`config.mk`:
```
export PLATFORM = sky130hd
export DESIGN_NAME = rbz_top
export DESIGN_NICKNAME = d
export VERILOG_FILES = /design/src/logic/rbz_video_pkg.sv /design/src/logic/rbz_tex_pkg.sv /design/src/logic/rbz_top.sv /design/src/logic/rbz_column_render.sv /design/src/logic/rbz_texel_buffer.sv /design/src/logic/rbz_tex_fetch_fsm.sv /design/src/logic/rbz_vga_timing.sv
export SDC_FILE = /design/constraint.sdc
export NUM_CORES = 1
export LEC_CHECK = 0
export BUFFER_PORTS_ARGS = -buffer_cell sky130_fd_sc_hd__buf_2
export CAP_MARGIN = 5
export CORE_MARGIN = 3
export CORE_UTILIZATION = 45
export DETAILED_ROUTE_END_ITERATION = 8
export MAX_ROUTING_LAYER = met4
export PLACE_DENSITY = 0.68
export SLEW_MARGIN = 30
export SYNTH_ARGS = -nofsm -noshare
export SYNTH_HDL_FRONTEND = slang
export SYNTH_HIERARCHICAL = 1
export SYNTH_SLANG_ARGS = --single-unit
```
`constraint.sdc`:
```
create_clock -name clk -period 25.1 [get_ports clk]
set_input_delay 1.255 -clock clk [delete_from_list [all_inputs] [get_ports clk]]
set_output_delay 1.255 -clock clk [all_outputs]
set_load 0.01 [all_outputs]
```
`src/logic/rbz_video_pkg.sv`:
```
`default_nettype none

package rbz_video_pkg;

  // 640x480 raster, horizontal timing in pixel clocks
  localparam int H_VIEW       = 640;
  localparam int H_TOTAL      = 800;
  localparam int H_SYNC_START = 656;
  // Exclusive end of hsync pulse
  localparam int H_SYNC_END   = 752;

  // Vertical timing in lines
  localparam int V_VIEW       = 480;
  localparam int V_TOTAL      = 525;
  localparam int V_SYNC_START = 490;
  // Exclusive end of vsync pulse
  localparam int V_SYNC_END   = 492;

  // Horizontal centre of the view, wall spans are centred here
  localparam int HALF_VIEW    = 320;

  // Fraction bits of the texture-v accumulator
  localparam int TEXV_FRAC_BITS = 10;

  typedef logic [9:0]  pos_t;
  // Packed as BBGGRR, MSB of each colour first
  typedef logic [5:0]  rgb_t;
  typedef logic [15:0] texv_acc_t;
  // Wall half-height in pixels
  typedef logic [9:0]  span_t;

endpackage

`default_nettype wire
```
`src/logic/rbz_tex_pkg.sv`:
```
`default_nettype none

package rbz_tex_pkg;

  import rbz_video_pkg::*;

  // Quad-SPI read sequence lengths, in sclk cycles
  localparam int TSPI_CMD_LEN      = 8;
  localparam int TSPI_ADDR_LEN     = 24;
  localparam int TSPI_DUMMY_LEN    = 8;
  localparam int TSPI_PREAMBLE_LEN = TSPI_CMD_LEN + TSPI_ADDR_LEN + TSPI_DUMMY_LEN;

  // One wall slice, two nibbles per texel
  localparam int TEXEL_COUNT       = 64;
  localparam int TSPI_READ_LEN     = TEXEL_COUNT * 2;
  localparam int TSPI_STREAM_LEN   = TSPI_PREAMBLE_LEN + TSPI_READ_LEN;

  // Stream starts so the first nibble lands on the first hblank pixel
  localparam int TSPI_HPOS_START   = H_VIEW - TSPI_PREAMBLE_LEN;

  // Flash command byte
  typedef enum logic [7:0] {
    QUAD_OUT_FAST_READ = 8'h6B
  } tex_cmd_e;

  // Phases of one flash read
  typedef enum logic [2:0] {
    IDLE,
    CMD,
    ADDR,
    DUMMY,
    READ
  } tspi_phase_e;

  typedef logic [23:0] tex_addr_t;
  // Texel index, also used for texu and texv
  typedef logic [5:0]  texel_idx_t;
  typedef logic [1:0]  wall_id_t;

endpackage

`default_nettype wire

```
`src/logic/rbz_top.sv`:
```
`timescale 1ns/1ps
`default_nettype none

module rbz_top
  import rbz_video_pkg::*;
  import rbz_tex_pkg::*;
(
  input  logic       clk,
  input  logic       i_reset,
  input  wall_id_t   i_wall,
  input  logic       i_side,
  input  texel_idx_t i_texu,
  input  span_t      i_size,
  input  texv_acc_t  i_texa,
  input  texv_acc_t  i_texv_init,
  input  tex_addr_t  i_tex_base,
  input  rgb_t       i_floor,
  input  rgb_t       i_sky,
  input  logic [3:0] i_tex_in,
  output logic       o_tex_csb,
  output logic       o_tex_sclk,
  output logic       o_tex_out0,
  output logic       o_tex_oeb0,
  output logic       o_hsync_n,
  output logic       o_vsync_n,
  output logic       o_hblank,
  output logic       o_vblank,
  output logic       o_hmax,
  output pos_t       o_hpos,
  output pos_t       o_vpos,
  output rgb_t       o_rgb
);

  // Fetch to buffer and renderer
  logic       fetch_start;
  logic       capture;
  logic       odd_nibble;
  texel_idx_t texv;
  rgb_t       texel;

  rbz_vga_timing vga_timing_i (
    .clk       (clk),
    .i_reset   (i_reset),
    .o_hpos    (o_hpos),
    .o_vpos    (o_vpos),
    .o_hsync_n (o_hsync_n),
    .o_vsync_n (o_vsync_n),
    .o_hblank  (o_hblank),
    .o_vblank  (o_vblank),
    .o_hmax    (o_hmax)
  );

  // Reads next line's slice during the end of this line
  rbz_tex_fetch_fsm tex_fetch_i (
    .clk           (clk),
    .i_reset       (i_reset),
    .i_hpos        (o_hpos),
    .i_wall        (i_wall),
    .i_side        (i_side),
    .i_texu        (i_texu),
    .i_tex_base    (i_tex_base),
    .o_tex_csb     (o_tex_csb),
    .o_tex_sclk    (o_tex_sclk),
    .o_tex_out0    (o_tex_out0),
    .o_tex_oeb0    (o_tex_oeb0),
    .o_fetch_start (fetch_start),
    .o_capture     (capture),
    .o_odd_nibble  (odd_nibble)
  );

  rbz_texel_buffer texel_buf_i (
    .clk          (clk),
    .i_capture    (capture),
    .i_odd_nibble (odd_nibble),
    .i_tex_in     (i_tex_in),
    .i_texv       (texv),
    .o_texel      (texel)
  );

  rbz_column_render render_i (
    .clk           (clk),
    .i_reset       (i_reset),
    .i_hpos        (o_hpos),
    .i_hblank      (o_hblank),
    .i_vblank      (o_vblank),
    .i_hmax        (o_hmax),
    .i_fetch_start (fetch_start),
    .i_size        (i_size),
    .i_texa        (i_texa),
    .i_texv_init   (i_texv_init),
    .i_floor       (i_floor),
    .i_sky         (i_sky),
    .i_texel       (texel),
    .o_texv        (texv),
    .o_rgb         (o_rgb)
  );

endmodule

`default_nettype wire

```
`src/logic/rbz_column_render.sv`:
```
`timescale 1ns/1ps
`default_nettype none

module rbz_column_render
  import rbz_video_pkg::*;
  import rbz_tex_pkg::*;
(
  input  logic       clk,
  input  logic       i_reset,
  input  pos_t       i_hpos,
  input  logic       i_hblank,
  input  logic       i_vblank,
  input  logic       i_hmax,
  input  logic       i_fetch_start,
  input  span_t      i_size,
  input  texv_acc_t  i_texa,
  input  texv_acc_t  i_texv_init,
  input  rgb_t       i_floor,
  input  rgb_t       i_sky,
  input  rgb_t       i_texel,
  output texel_idx_t o_texv,
  output rgb_t       o_rgb
);

  // Slice captured alongside the flash fetch
  span_t     size_pend;
  texv_acc_t texa_pend;
  texv_acc_t init_pend;
  // Slice being drawn on the current line
  span_t     size_act;
  texv_acc_t texa_act;
  texv_acc_t texv_acc;
  logic      span_left_ok;
  logic      span_right_ok;
  logic      in_wall;

  // Size is reset so no wall shows before the first fetch
  always_ff @(posedge clk) begin
    if (i_reset) begin
      size_pend <= '0;
      size_act  <= '0;
    end else begin
      if (i_fetch_start) size_pend <= i_size;
      if (i_hmax) size_act <= size_pend;
    end
  end

  always_ff @(posedge clk) begin
    if (i_fetch_start) begin
      texa_pend <= i_texa;
      init_pend <= i_texv_init;
    end
    if (i_hmax) begin
      texa_act <= texa_pend;
    end
  end

  // Holds init plus hpos times texa along the line
  always_ff @(posedge clk) begin
    if (i_hmax) begin
      texv_acc <= init_pend;
    end else begin
      texv_acc <= texv_acc + texa_act;
    end
  end

  // Integer part of the accumulator
  assign o_texv = texv_acc[TEXV_FRAC_BITS +: $bits(texel_idx_t)];

  // Span test done in 11 bits so 320 minus size cannot wrap
  assign span_left_ok  = ({1'b0, i_hpos} + {1'b0, size_act}) >= 11'(HALF_VIEW);
  assign span_right_ok = {1'b0, i_hpos} < (11'(HALF_VIEW) + {1'b0, size_act});
  assign in_wall       = span_left_ok && span_right_ok;

  // Final colour mux
  always_comb begin
    if (i_hblank || i_vblank) begin
      o_rgb = '0;
    end else if (in_wall) begin
      o_rgb = i_texel;
    end else if (i_hpos < pos_t'(HALF_VIEW)) begin
      // Floor on the left half
      o_rgb = i_floor;
    end else begin
      o_rgb = i_sky;
    end
  end

endmodule

`default_nettype wire

```
`src/logic/rbz_texel_buffer.sv`:
```
`timescale 1ns/1ps
`default_nettype none

module rbz_texel_buffer
  import rbz_video_pkg::*;
  import rbz_tex_pkg::*;
(
  input  logic       clk,
  input  logic       i_capture,
  input  logic       i_odd_nibble,
  input  logic [3:0] i_tex_in,
  input  texel_idx_t i_texv,
  output rgb_t       o_texel
);

  // One LSB and one MSB plane per colour, index 0 red, 1 green, 2 blue
  logic [TEXEL_COUNT-1:0] lsb_q [3];
  logic [TEXEL_COUNT-1:0] msb_q [3];

  // Nibbles enter at the top so the first texel ends up at index 0
  // io3 carries no colour data
  always_ff @(posedge clk) begin
    if (i_capture) begin
      for (int c = 0; c < 3; c++) begin
        if (i_odd_nibble) begin
          msb_q[c] <= {i_tex_in[c], msb_q[c][TEXEL_COUNT-1:1]};
        end else begin
          lsb_q[c] <= {i_tex_in[c], lsb_q[c][TEXEL_COUNT-1:1]};
        end
      end
    end
  end

  // Lookup by texv, packed as BBGGRR
  assign o_texel = {
    msb_q[2][i_texv], lsb_q[2][i_texv],
    msb_q[1][i_texv], lsb_q[1][i_texv],
    msb_q[0][i_texv], lsb_q[0][i_texv]
  };

  // Back-to-back captures alternate between LSB and MSB planes
  a_parity_toggle: assert property (@(posedge clk)
    (i_capture && $past(i_capture)) |-> (i_odd_nibble != $past(i_odd_nibble)));

endmodule

`default_nettype wire

```
`src/logic/rbz_tex_fetch_fsm.sv`:
```
`timescale 1ns/1ps
`default_nettype none

module rbz_tex_fetch_fsm
  import rbz_video_pkg::*;
  import rbz_tex_pkg::*;
(
  input  logic       clk,
  input  logic       i_reset,
  input  pos_t       i_hpos,
  input  wall_id_t   i_wall,
  input  logic       i_side,
  input  texel_idx_t i_texu,
  input  tex_addr_t  i_tex_base,
  output logic       o_tex_csb,
  output logic       o_tex_sclk,
  output logic       o_tex_out0,
  output logic       o_tex_oeb0,
  output logic       o_fetch_start,
  output logic       o_capture,
  output logic       o_odd_nibble
);

  tspi_phase_e state;
  logic [7:0]  bit_cnt;
  logic [7:0]  phase_len;
  logic        phase_done;
  logic [31:0] shift_q;
  tex_addr_t   slice_addr;

  // Flash samples out0 on the rising sclk edge, half a clk after it changes
  assign o_tex_sclk = ~clk;

  // Slice offset above the base, wall steps 2048, side 1024 and texu 64
  assign slice_addr = i_tex_base
                    + {11'd0, i_wall, 11'd0}
                    + {13'd0, i_side, 10'd0}
                    + {12'd0, i_texu, 6'd0};

  // Strobe during the last pixel before the stream window
  assign o_fetch_start = (state == IDLE) && (i_hpos == pos_t'(TSPI_HPOS_START - 1));

  // Length of the current phase
  always_comb begin
    unique case (state)
      CMD:     phase_len = 8'(TSPI_CMD_LEN);
      ADDR:    phase_len = 8'(TSPI_ADDR_LEN);
      DUMMY:   phase_len = 8'(TSPI_DUMMY_LEN);
      READ:    phase_len = 8'(TSPI_READ_LEN);
      default: phase_len = 8'd1;
    endcase
  end

  assign phase_done = (bit_cnt == phase_len - 1'b1);

  // Phase sequencer
  always_ff @(posedge clk) begin
    if (i_reset) begin
      state   <= IDLE;
      bit_cnt <= '0;
    end else begin
      // Counter restarts at each phase boundary
      if (state == IDLE || phase_done) begin
        bit_cnt <= '0;
      end else begin
        bit_cnt <= bit_cnt + 1'b1;
      end
      unique case (state)
        IDLE:    if (o_fetch_start) state <= CMD;
        CMD:     if (phase_done) state <= ADDR;
        ADDR:    if (phase_done) state <= DUMMY;
        DUMMY:   if (phase_done) state <= READ;
        READ:    if (phase_done) state <= IDLE;
        default: state <= IDLE;
      endcase
    end
  end

  // Command and address go out MSB first from one shift register
  always_ff @(posedge clk) begin
    if (o_fetch_start) begin
      shift_q <= {QUAD_OUT_FAST_READ, slice_addr};
    end else if (state == CMD || state == ADDR) begin
      shift_q <= {shift_q[30:0], 1'b0};
    end
  end

  // Chip selected for the whole stream
  assign o_tex_csb    = (state == IDLE);
  assign o_tex_out0   = (state == CMD || state == ADDR) ? shift_q[31] : 1'b0;
  // io0 turns around once the address is out
  assign o_tex_oeb0   = (state == DUMMY || state == READ);
  assign o_capture    = (state == READ);
  // Even nibble holds colour LSBs, odd nibble the MSBs
  assign o_odd_nibble = bit_cnt[0];

  // Stream ends on the raster, csb rises at the end of the window
  a_csb_release: assert property (@(posedge clk) disable iff (i_reset)
    (state == READ && phase_done) |=>
      (o_tex_csb && i_hpos == pos_t'(TSPI_HPOS_START + TSPI_STREAM_LEN)));

  // No flash traffic outside the stream window
  a_idle_outside: assert property (@(posedge clk) disable iff (i_reset)
    (i_hpos < pos_t'(TSPI_HPOS_START) ||
     i_hpos >= pos_t'(TSPI_HPOS_START + TSPI_STREAM_LEN)) |-> (state == IDLE));

endmodule

`default_nettype wire

```
`src/logic/rbz_vga_timing.sv`:
```
`timescale 1ns/1ps
`default_nettype none

module rbz_vga_timing
  import rbz_video_pkg::*;
(
  input  logic clk,
  input  logic i_reset,
  output pos_t o_hpos,
  output pos_t o_vpos,
  output logic o_hsync_n,
  output logic o_vsync_n,
  output logic o_hblank,
  output logic o_vblank,
  output logic o_hmax
);

  pos_t hpos_next;
  pos_t vpos_next;
  logic line_end;

  // Last pixel clock of the line
  assign line_end = (o_hpos == pos_t'(H_TOTAL - 1));

  // Next raster position
  always_comb begin
    hpos_next = line_end ? '0 : o_hpos + 1'b1;
    vpos_next = o_vpos;
    if (line_end) begin
      vpos_next = (o_vpos == pos_t'(V_TOTAL - 1)) ? '0 : o_vpos + 1'b1;
    end
  end

  // Flags are decoded from the next position so they line up with hpos/vpos
  always_ff @(posedge clk) begin
    if (i_reset) begin
      o_hpos    <= '0;
      o_vpos    <= '0;
      o_hsync_n <= 1'b1;
      o_vsync_n <= 1'b1;
      o_hblank  <= 1'b0;
      o_vblank  <= 1'b0;
      o_hmax    <= 1'b0;
    end else begin
      o_hpos    <= hpos_next;
      o_vpos    <= vpos_next;
      // Sync pulses are active low
      o_hsync_n <= !(hpos_next >= pos_t'(H_SYNC_START) && hpos_next < pos_t'(H_SYNC_END));
      o_vsync_n <= !(vpos_next >= pos_t'(V_SYNC_START) && vpos_next < pos_t'(V_SYNC_END));
      o_hblank  <= (hpos_next >= pos_t'(H_VIEW));
      o_vblank  <= (vpos_next >= pos_t'(V_VIEW));
      o_hmax    <= (hpos_next == pos_t'(H_TOTAL - 1));
    end
  end

  // Counters never leave the raster
  a_pos_in_range: assert property (@(posedge clk) disable iff (i_reset)
    (o_hpos < pos_t'(H_TOTAL)) && (o_vpos < pos_t'(V_TOTAL)));

endmodule

`default_nettype wire

```
==> results of run 1 <==
## Yosys cell counts, types with 5 or more instances
| master | n |
|---|---|
| a211oi_1 | 8 |
| a21boi_0 | 5 |
| a21o_1 | 8 |
| a21oi_1 | 32 |
| a221oi_1 | 8 |
| a22oi_1 | 15 |
| a31oi_1 | 9 |
| and2_1 | 7 |
| and3_1 | 12 |
| buf_2 | 13 |
| buf_4 | 12 |
| buf_6 | 7 |
| clkbuf_1 | 34 |
| dfxtp_1 | 80 |
| edfxtp_1 | 456 |
| fa_1 | 5 |
| ha_1 | 52 |
| inv_1 | 31 |
| mux2_2 | 11 |
| mux2i_1 | 61 |
| mux4_2 | 82 |
| nand2_1 | 79 |
| nand2b_1 | 9 |
| nand3_1 | 20 |
| nand4_1 | 16 |
| nor2_1 | 94 |
| nor2b_1 | 16 |
| nor3_1 | 26 |
| nor3b_1 | 6 |
| nor4_1 | 7 |
| o211ai_1 | 7 |
| o21a_1 | 9 |
| o21ai_0 | 57 |
| o221ai_1 | 7 |
| o22ai_1 | 19 |
| o31a_1 | 5 |
| o31ai_1 | 6 |
| or3_1 | 12 |
| xnor2_1 | 13 |
| xor2_1 | 21 |
## power groups by stage
stage / clock network [µW] / registers [µW] / logic [µW]
after floorplan: 1.57 / 991 / 416
after global placement: 2.90 / 1030 / 489
after detailed placement: 2.90 / 1030 / 493
after CTS: 806 / 1010 / 496
after global routing: 844 / 1020 / 532
final: 785 / 1010 / 492
## kinds of logic after synthesis
logic type                 Yosys count
adders and majority gates           57
muxes                              154
and+or+nand+nor                    338
xor gates and xnor gates            34
AOI/OAI and AO/OA                  234
buffers and inverters              101
DFF                                536
## worst max-delay path: stages
cell and delay (ps):
clkbuf_16 160, clkbuf_16 220, clkbuf_16 190, inv_1 50
buf_2 120
## worst paths after layout
| path | slack, ps | startpoint | endpoint |
|---|---|---|---|
| worst max-delay path | 10550 | clk | o_tex_sclk |
| worst min-delay path | 420 | texel_buf_i/msb_q[0][177] | texel_buf_i/msb_q[0][176] |
| worst max register to register | 22290 | tex_fetch_i/state[1] | tex_fetch_i/shift_q[10] |
| worst min register to register | 420 | texel_buf_i/msb_q[0][177] | texel_buf_i/msb_q[0][176] |
## sequential cells by signal, indices dropped and copies added (netlist names), 3 cells and up
name,cells
vga_timing_i/o_hpos,10
render_i/texv_acc,16
render_i/texa_pend,16
tex_fetch_i/shift_q,32
tex_fetch_i/bit_cnt,8
texel_buf_i/msb_q,192
tex_fetch_i/state,3
render_i/size_act,10
render_i/init_pend,16
texel_buf_i/lsb_q,192
render_i/size_pend,10
vga_timing_i/o_vpos,10
render_i/texa_act,16
## through the flow
step,total power (µW),cells
floorplan,1410,1454
global placement,1520,2187
detailed placement,1530,2187
CTS,2310,2286
global route,2390,2288
finish,2290,2288
## metal layers
layer	GRT usage (%)	vias to the layer above	wire [µm]
li1	-	5979	-
met1	22.5	6515	19000
met2	26.5	350	20900
met3	3.55	74	2580
met4	5.52	0	1140
met5	-	-	0
## layout make-up
cell class	instances	area share, %
Clock buffer	76	5.76
Clock inverter	25	1.01
Sequential cell	536	59.5
Inverter	30	0.438
Tap cell	664	3.23
Antenna cell	1	0.00973
Timing Repair Buffer	139	2.94
Multi-Input combinational cell	817	27.1
==> qor.csv, run 1 <==
metric;value;unit
routability cong.;0.850;
Max FO, Critical Path;12;
CTS resizes;0;
FF-to-FF path depth;7;
clock root buffer;clkbuf_16;
total congestion overflow;0;
layout cells sized above 1;20.9;%
initial antenna violation count;1;
most frequent cells in the layout;edfxtp_1 (456), buf_2 (126), nor2_1 (94), mux4_2 (82), nand2_1 (79);
syn_nets;1604;
TNS Setup;0;ps
Slew @ Worst Pin;857;ps
drt drc;0;
detailed placement HPWL;27.4;mm
status;finished clean;
vias in the first global route;13100;
I/O Buffers;126;
I/O pin count;128;
chip width;231;µm
XOR/XNOR Fraction of Synth Area;1.31;%
Die Ht;231;µm
Gate power share;21.5;%
GRT Total Usage;17.0;%
post-route cell area;25700;µm²
DR vias;12900;
post-place setup slack;11160;ps
maximum clock insertion buffer count;3;
postcts setup bufs;0;
WP data required;23840;ps
sequential-to-total area share from yosys stat;67.3;%
final worst slack;10550;ps
via-per-instance ratio;5.65;
number of flops mapped to enable cells by yosys;456;
maximum vdd drop;0.0000656;V
yosys warns;6;
Final Net Count;1730;
Post-DP Area;24000;µm²
Static Leak;0.00868;µW
Net Sw Power;640;µW
Layout Skew;37.7;ps
most common cell after layout, fill and taps aside;edfxtp_1;
# setup viols final;0;
Fillers;4140;
Compound-Gate Fraction of Synth Area;7.06;%
Initial Utilization;46.0;%
WL/cell;19.1;µm
FF+latch area;15300;µm²
top cells by area, synth;edfxtp_1 (60%), mux4_2 (8.1%), dfxtp_1 (7.0%);
Routed WL;43.6;mm
arrival time worst endpoint;13290;ps
Seq pwr share;44.2;%
Iter 0 DRT Violations;929;
gate count of the mapped netlist;1454;
clock share of power;34.3;%
post-layout util;52.0;%
Rel. slew slack;42.7;%
Synth async-reset ratio;0;%
synthesized area;22700;µm²
#FFs+latches synth;536;
drt pass-1 iters;5;
Main synth FF type;edfxtp_1;
CTS Hold Bufs;0;
Min-Delay Path Class;flip-flop to flip-flop;
max-cap violations;0;
unrepaired setup endpoints after global routing;false;
H-tree depth;2;
Hold Vio Cnt, Final;0;
Multi-input gate area;6970;µm²
global-route wire length before repair;70.5;mm
crit end category;primary output;
CTS buffer count;54;
Startpoint Class;clock port;
Synth area leader;edfxtp_1;
mux cell area share after synthesis;11.4;%
Sw Ratio;28.0;%
row count;81;
CTS tree;built;
Adder-Cell Fraction of Synth Area;3.30;%
WHS Path Cells;0;
syn_area_per_cell;15.6;µm²
pwr dens;89.0;nW/µm²
synth unique cells;85;
Yosys top cell area share;60.2;%
largest family of logic cells by synthesized area;multiplexers;
Antenna Nets Post-Route;0;
largest net degree at the start of global routing;95;
area delta synth->final;13.1;%
Setup CP Type;clock port to primary output;
Cell Int Power;1650;µW
total die area;53300;µm²
Pins Over Slew Limit;0;
Worst-Skew Late Latency;620;ps
simple-gate portion of the synthesized area;7.55;%
total core area;49500;µm²
Hold WS;418;ps
clock-pin slew on the worst setup and hold paths;60;ps
No activity file was read; power rests on OpenSTA's default activity.
==> run 2, diff against run 1 <==
--- a/config.mk
+++ b/config.mk
@@ -5,6 +5,7 @@
 export SDC_FILE = /design/constraint.sdc
 export NUM_CORES = 1
 export LEC_CHECK = 0
+export ABC_AREA = 1
 export BUFFER_PORTS_ARGS = -buffer_cell sky130_fd_sc_hd__buf_2
 export CAP_MARGIN = 5
 export CORE_MARGIN = 3
==> constraint.sdc (replaced) <==
create_clock -name clk -period 14.5 [get_ports clk]
set_input_delay 0.725 -clock clk [delete_from_list [all_inputs] [get_ports clk]]
set_output_delay 0.725 -clock clk [all_outputs]
set_load 0.01 [all_outputs]
==> run 2 against run 1 <==
  * Setup slack got worse by 4800 ps
  * Routed wire length grew 18%
  * Clock power increased by 78%
  * Total power up 96%
  * Hold slack got worse by 140 ps
  * Area after synthesis is 5.0% higher
  * Clock skew increased by 15 ps
  * Clock-buffer cell count shrank 8
==> qor.csv, run 2 <==
metric;value;unit;change
Synth area leader;edfxtp_1;;
post-place setup slack;6390;ps;-4770 ps
crit end category;primary output;;
gate count of the mapped netlist;2330;;+60%
synthesized area;23900;µm²;+5.0%
initial antenna violation count;0;;-1
CTS Hold Bufs;0;;unchanged
row count;83;;+2.5%
drt pass-1 iters;5;;unchanged
vias in the first global route;16300;;+24%
biggest registers after layout;texel_buf_i/lsb_q x192, texel_buf_i/msb_q x192, tex_fetch_i/shift_q x32;;
chip width;236;µm;+2.4%
clock-pin slew on the worst setup and hold paths;60;ps;about the same
Final Net Count;2579;;+49%
Min-Delay Path Class;primary input to flip-flop;;
Post-synth top cells;nand2_1 (779), edfxtp_1 (456), nand3_1 (396);;
Iter 0 DRT Violations;1645;;+77%
most frequent cells in the layout;nand2_1 (778), edfxtp_1 (456), nand3_1 (396), buf_2 (126), inv_1 (109);;
Routed WL;51.3;mm;+18%
#FFs+latches synth;536;;unchanged
total congestion overflow;0;;unchanged
via-per-instance ratio;5.32;;-5.8%
GRT Total Usage;18.8;%;+1.8 points
I/O Buffers;126;;unchanged
largest net degree at the start of global routing;106;;+12%
Static Leak;0.0103;µW;+19%
layer with the highest usage;met2;;
met2 GRT Util;28.3;%;+1.8 points
TNS Setup;0;ps;unchanged
Die Ht;236;µm;+2.4%
Rel. slew slack;35.0;%;-7.7 points
non-filler instance count after layout;3155;;+38%
status;finished clean;;
synth unique cells;49;;-42%
unrepaired setup endpoints after global routing;false;;
yosys warns;6;;unchanged
WL/cell;16.3;µm;-15%
pwr dens;168;nW/µm²;+88%
syn_nets;2480;;+55%
layout cells sized above 1;11.9;%;-9.0 points
Antenna diodes;0;;-1
Layout Skew;52.6;ps;+14.9 ps
count leader, synth;nand2_1;;
Pins Over Slew Limit;0;;unchanged
syn_area_per_cell;10.2;µm²;-34%
maximum vdd drop;0.000121;V;+85%
top cells by area, synth;edfxtp_1 (57%), nand2_1 (12%), nand3_1 (8.3%);;
arrival time worst endpoint;7970;ps;-5320 ps
WP data required;13780;ps;-10060 ps
global-route met1 utilization;26.5;%;+4.0 points
Hold Vio Cnt, Final;0;;unchanged
total core area;51900;µm²;+5.0%
Slew @ Worst Pin;975;ps;+118 ps
drt drc;0;;unchanged
Worst-Skew Late Latency;620;ps;about the same
DR vias;16800;;+30%
postcts setup bufs;0;;unchanged
max-cap violations;0;;unchanged
Synth async-reset ratio;0;%;unchanged
total die area;55900;µm²;+4.9%
CTS tree;built;;
most common cell after layout, fill and taps aside;nand2_1;;
H-tree depth;2;;unchanged
Initial Utilization;46.0;%;about the same
Main synth FF type;edfxtp_1;;
CTS resizes;0;;unchanged
CTS buffer count;55;;+1.9%
Setup CP Type;clock port to primary output;;
number of flops mapped to enable cells by yosys;456;;unchanged
final worst slack;5800;ps;-4750 ps
Startpoint Class;clock port;;
met3 usage in global routing;3.11;%;-0.44 points
detailed placement HPWL;30.8;mm;+13%
I/O pin count;128;;unchanged
Yosys top cell area share;57.3;%;-2.9 points
# setup viols final;0;;unchanged
area delta synth->final;12.2;%;
sequential-to-total area share from yosys stat;64.1;%;-3.2 points
Max FO, Critical Path;10;;-2
clock root buffer;clkbuf_16;;
Antenna Nets Post-Route;0;;unchanged
global-route wire length before repair;84.5;mm;+20%
dpl cells;3052;;+40%
maximum clock insertion buffer count;3;;unchanged
routability cong.;0.844;;-0.67%
[run 2: changes by cell type after synthesis, moves of 21 or more]
cell / delta
nand2_1: +700
inv_1: +80
a21oi_1: +31
mux2i_1: -55
nand3_1: +376
nand2_2: +21
mux4_2: -82
buf_2: +36
o21ai_0: -31
[run 2: final timing paths]
kind                               start  slack [ps]  cells after the start                 endpoint
setup reg to reg  vga_timing_i/o_hpos[9]       11500                      7  tex_fetch_i/shift_q[20]
hold / removal                 i_texa[1]         280                      1    render_i/texa_pend[1]
setup / recovery                     clk        5800                      5               o_tex_sclk
hold reg to reg    render_i/texa_pend[2]         420                      0     render_i/texa_act[2]
[run 2: kinds of logic (layout without fill, tap and decap cells)]
kind of cell             Yosys count  in the layout  synth area share, %
AO/OA/AOI/OAI                    127            127                 3.03
XOR/XNOR                          16             16                0.587
adder cells (fa/ha/maj)           57             57                 3.14
buffers and inverters            226            371                 4.26
flip-flops                       536            536                 64.1
multiplexers                       6              6                0.252
AND/OR/NAND/NOR                 1362           1362                 24.7
[run 2: metrics by stage]
stage / cell area (µm²) / power, µW / utilization, % / hold slack, ps
global route: 26800 / 4760 / 51.6 / 246
finish: 26800 / 4490 / 51.6 / 280
global placement: 25000 / 3100 / 48.1 / 403
floorplan: 23900 / 2790 / - / 400
CTS: 26800 / 4530 / 51.6 / 239
detailed placement: 25000 / 3130 / 48.2 / 405
[run 2: worst max-delay path, cell delays in order]
cell,delay (ps)
clkbuf_16,160
clkbuf_16,220
clkbuf_16,180
inv_1,50
buf_2,110
[run 2: area by class of cell]
cell class	instances	area [µm²]
Timing Repair Buffer	145	808
Sequential cell	536	15300
Fill cell	4618	25100
Inverter	121	470
Multi-Input combinational cell	1568	7570
Clock buffer	68	1430
Clock inverter	37	354
Tap cell	680	851
[run 2: report_power, final]
| part | leakage [µW] | internal [µW] | switching [µW] |
|---|---|---|---|
| sequential | 0.00448 | 1740 | 85.8 |
| clock | 0.000865 | 794 | 602 |
| combinational | 0.00501 | 399 | 865 |
| total | 0.0103 | 2930 | 1550 |
[run 2: per-layer routing]
| metal | vias up | wire [µm] |
|---|---|---|
| li1 | 8166 | - |
| met1 | 7947 | 22900 |
| met2 | 562 | 23700 |
| met3 | 97 | 3510 |
| met4 | 0 | 1240 |
| met5 | - | 0 |
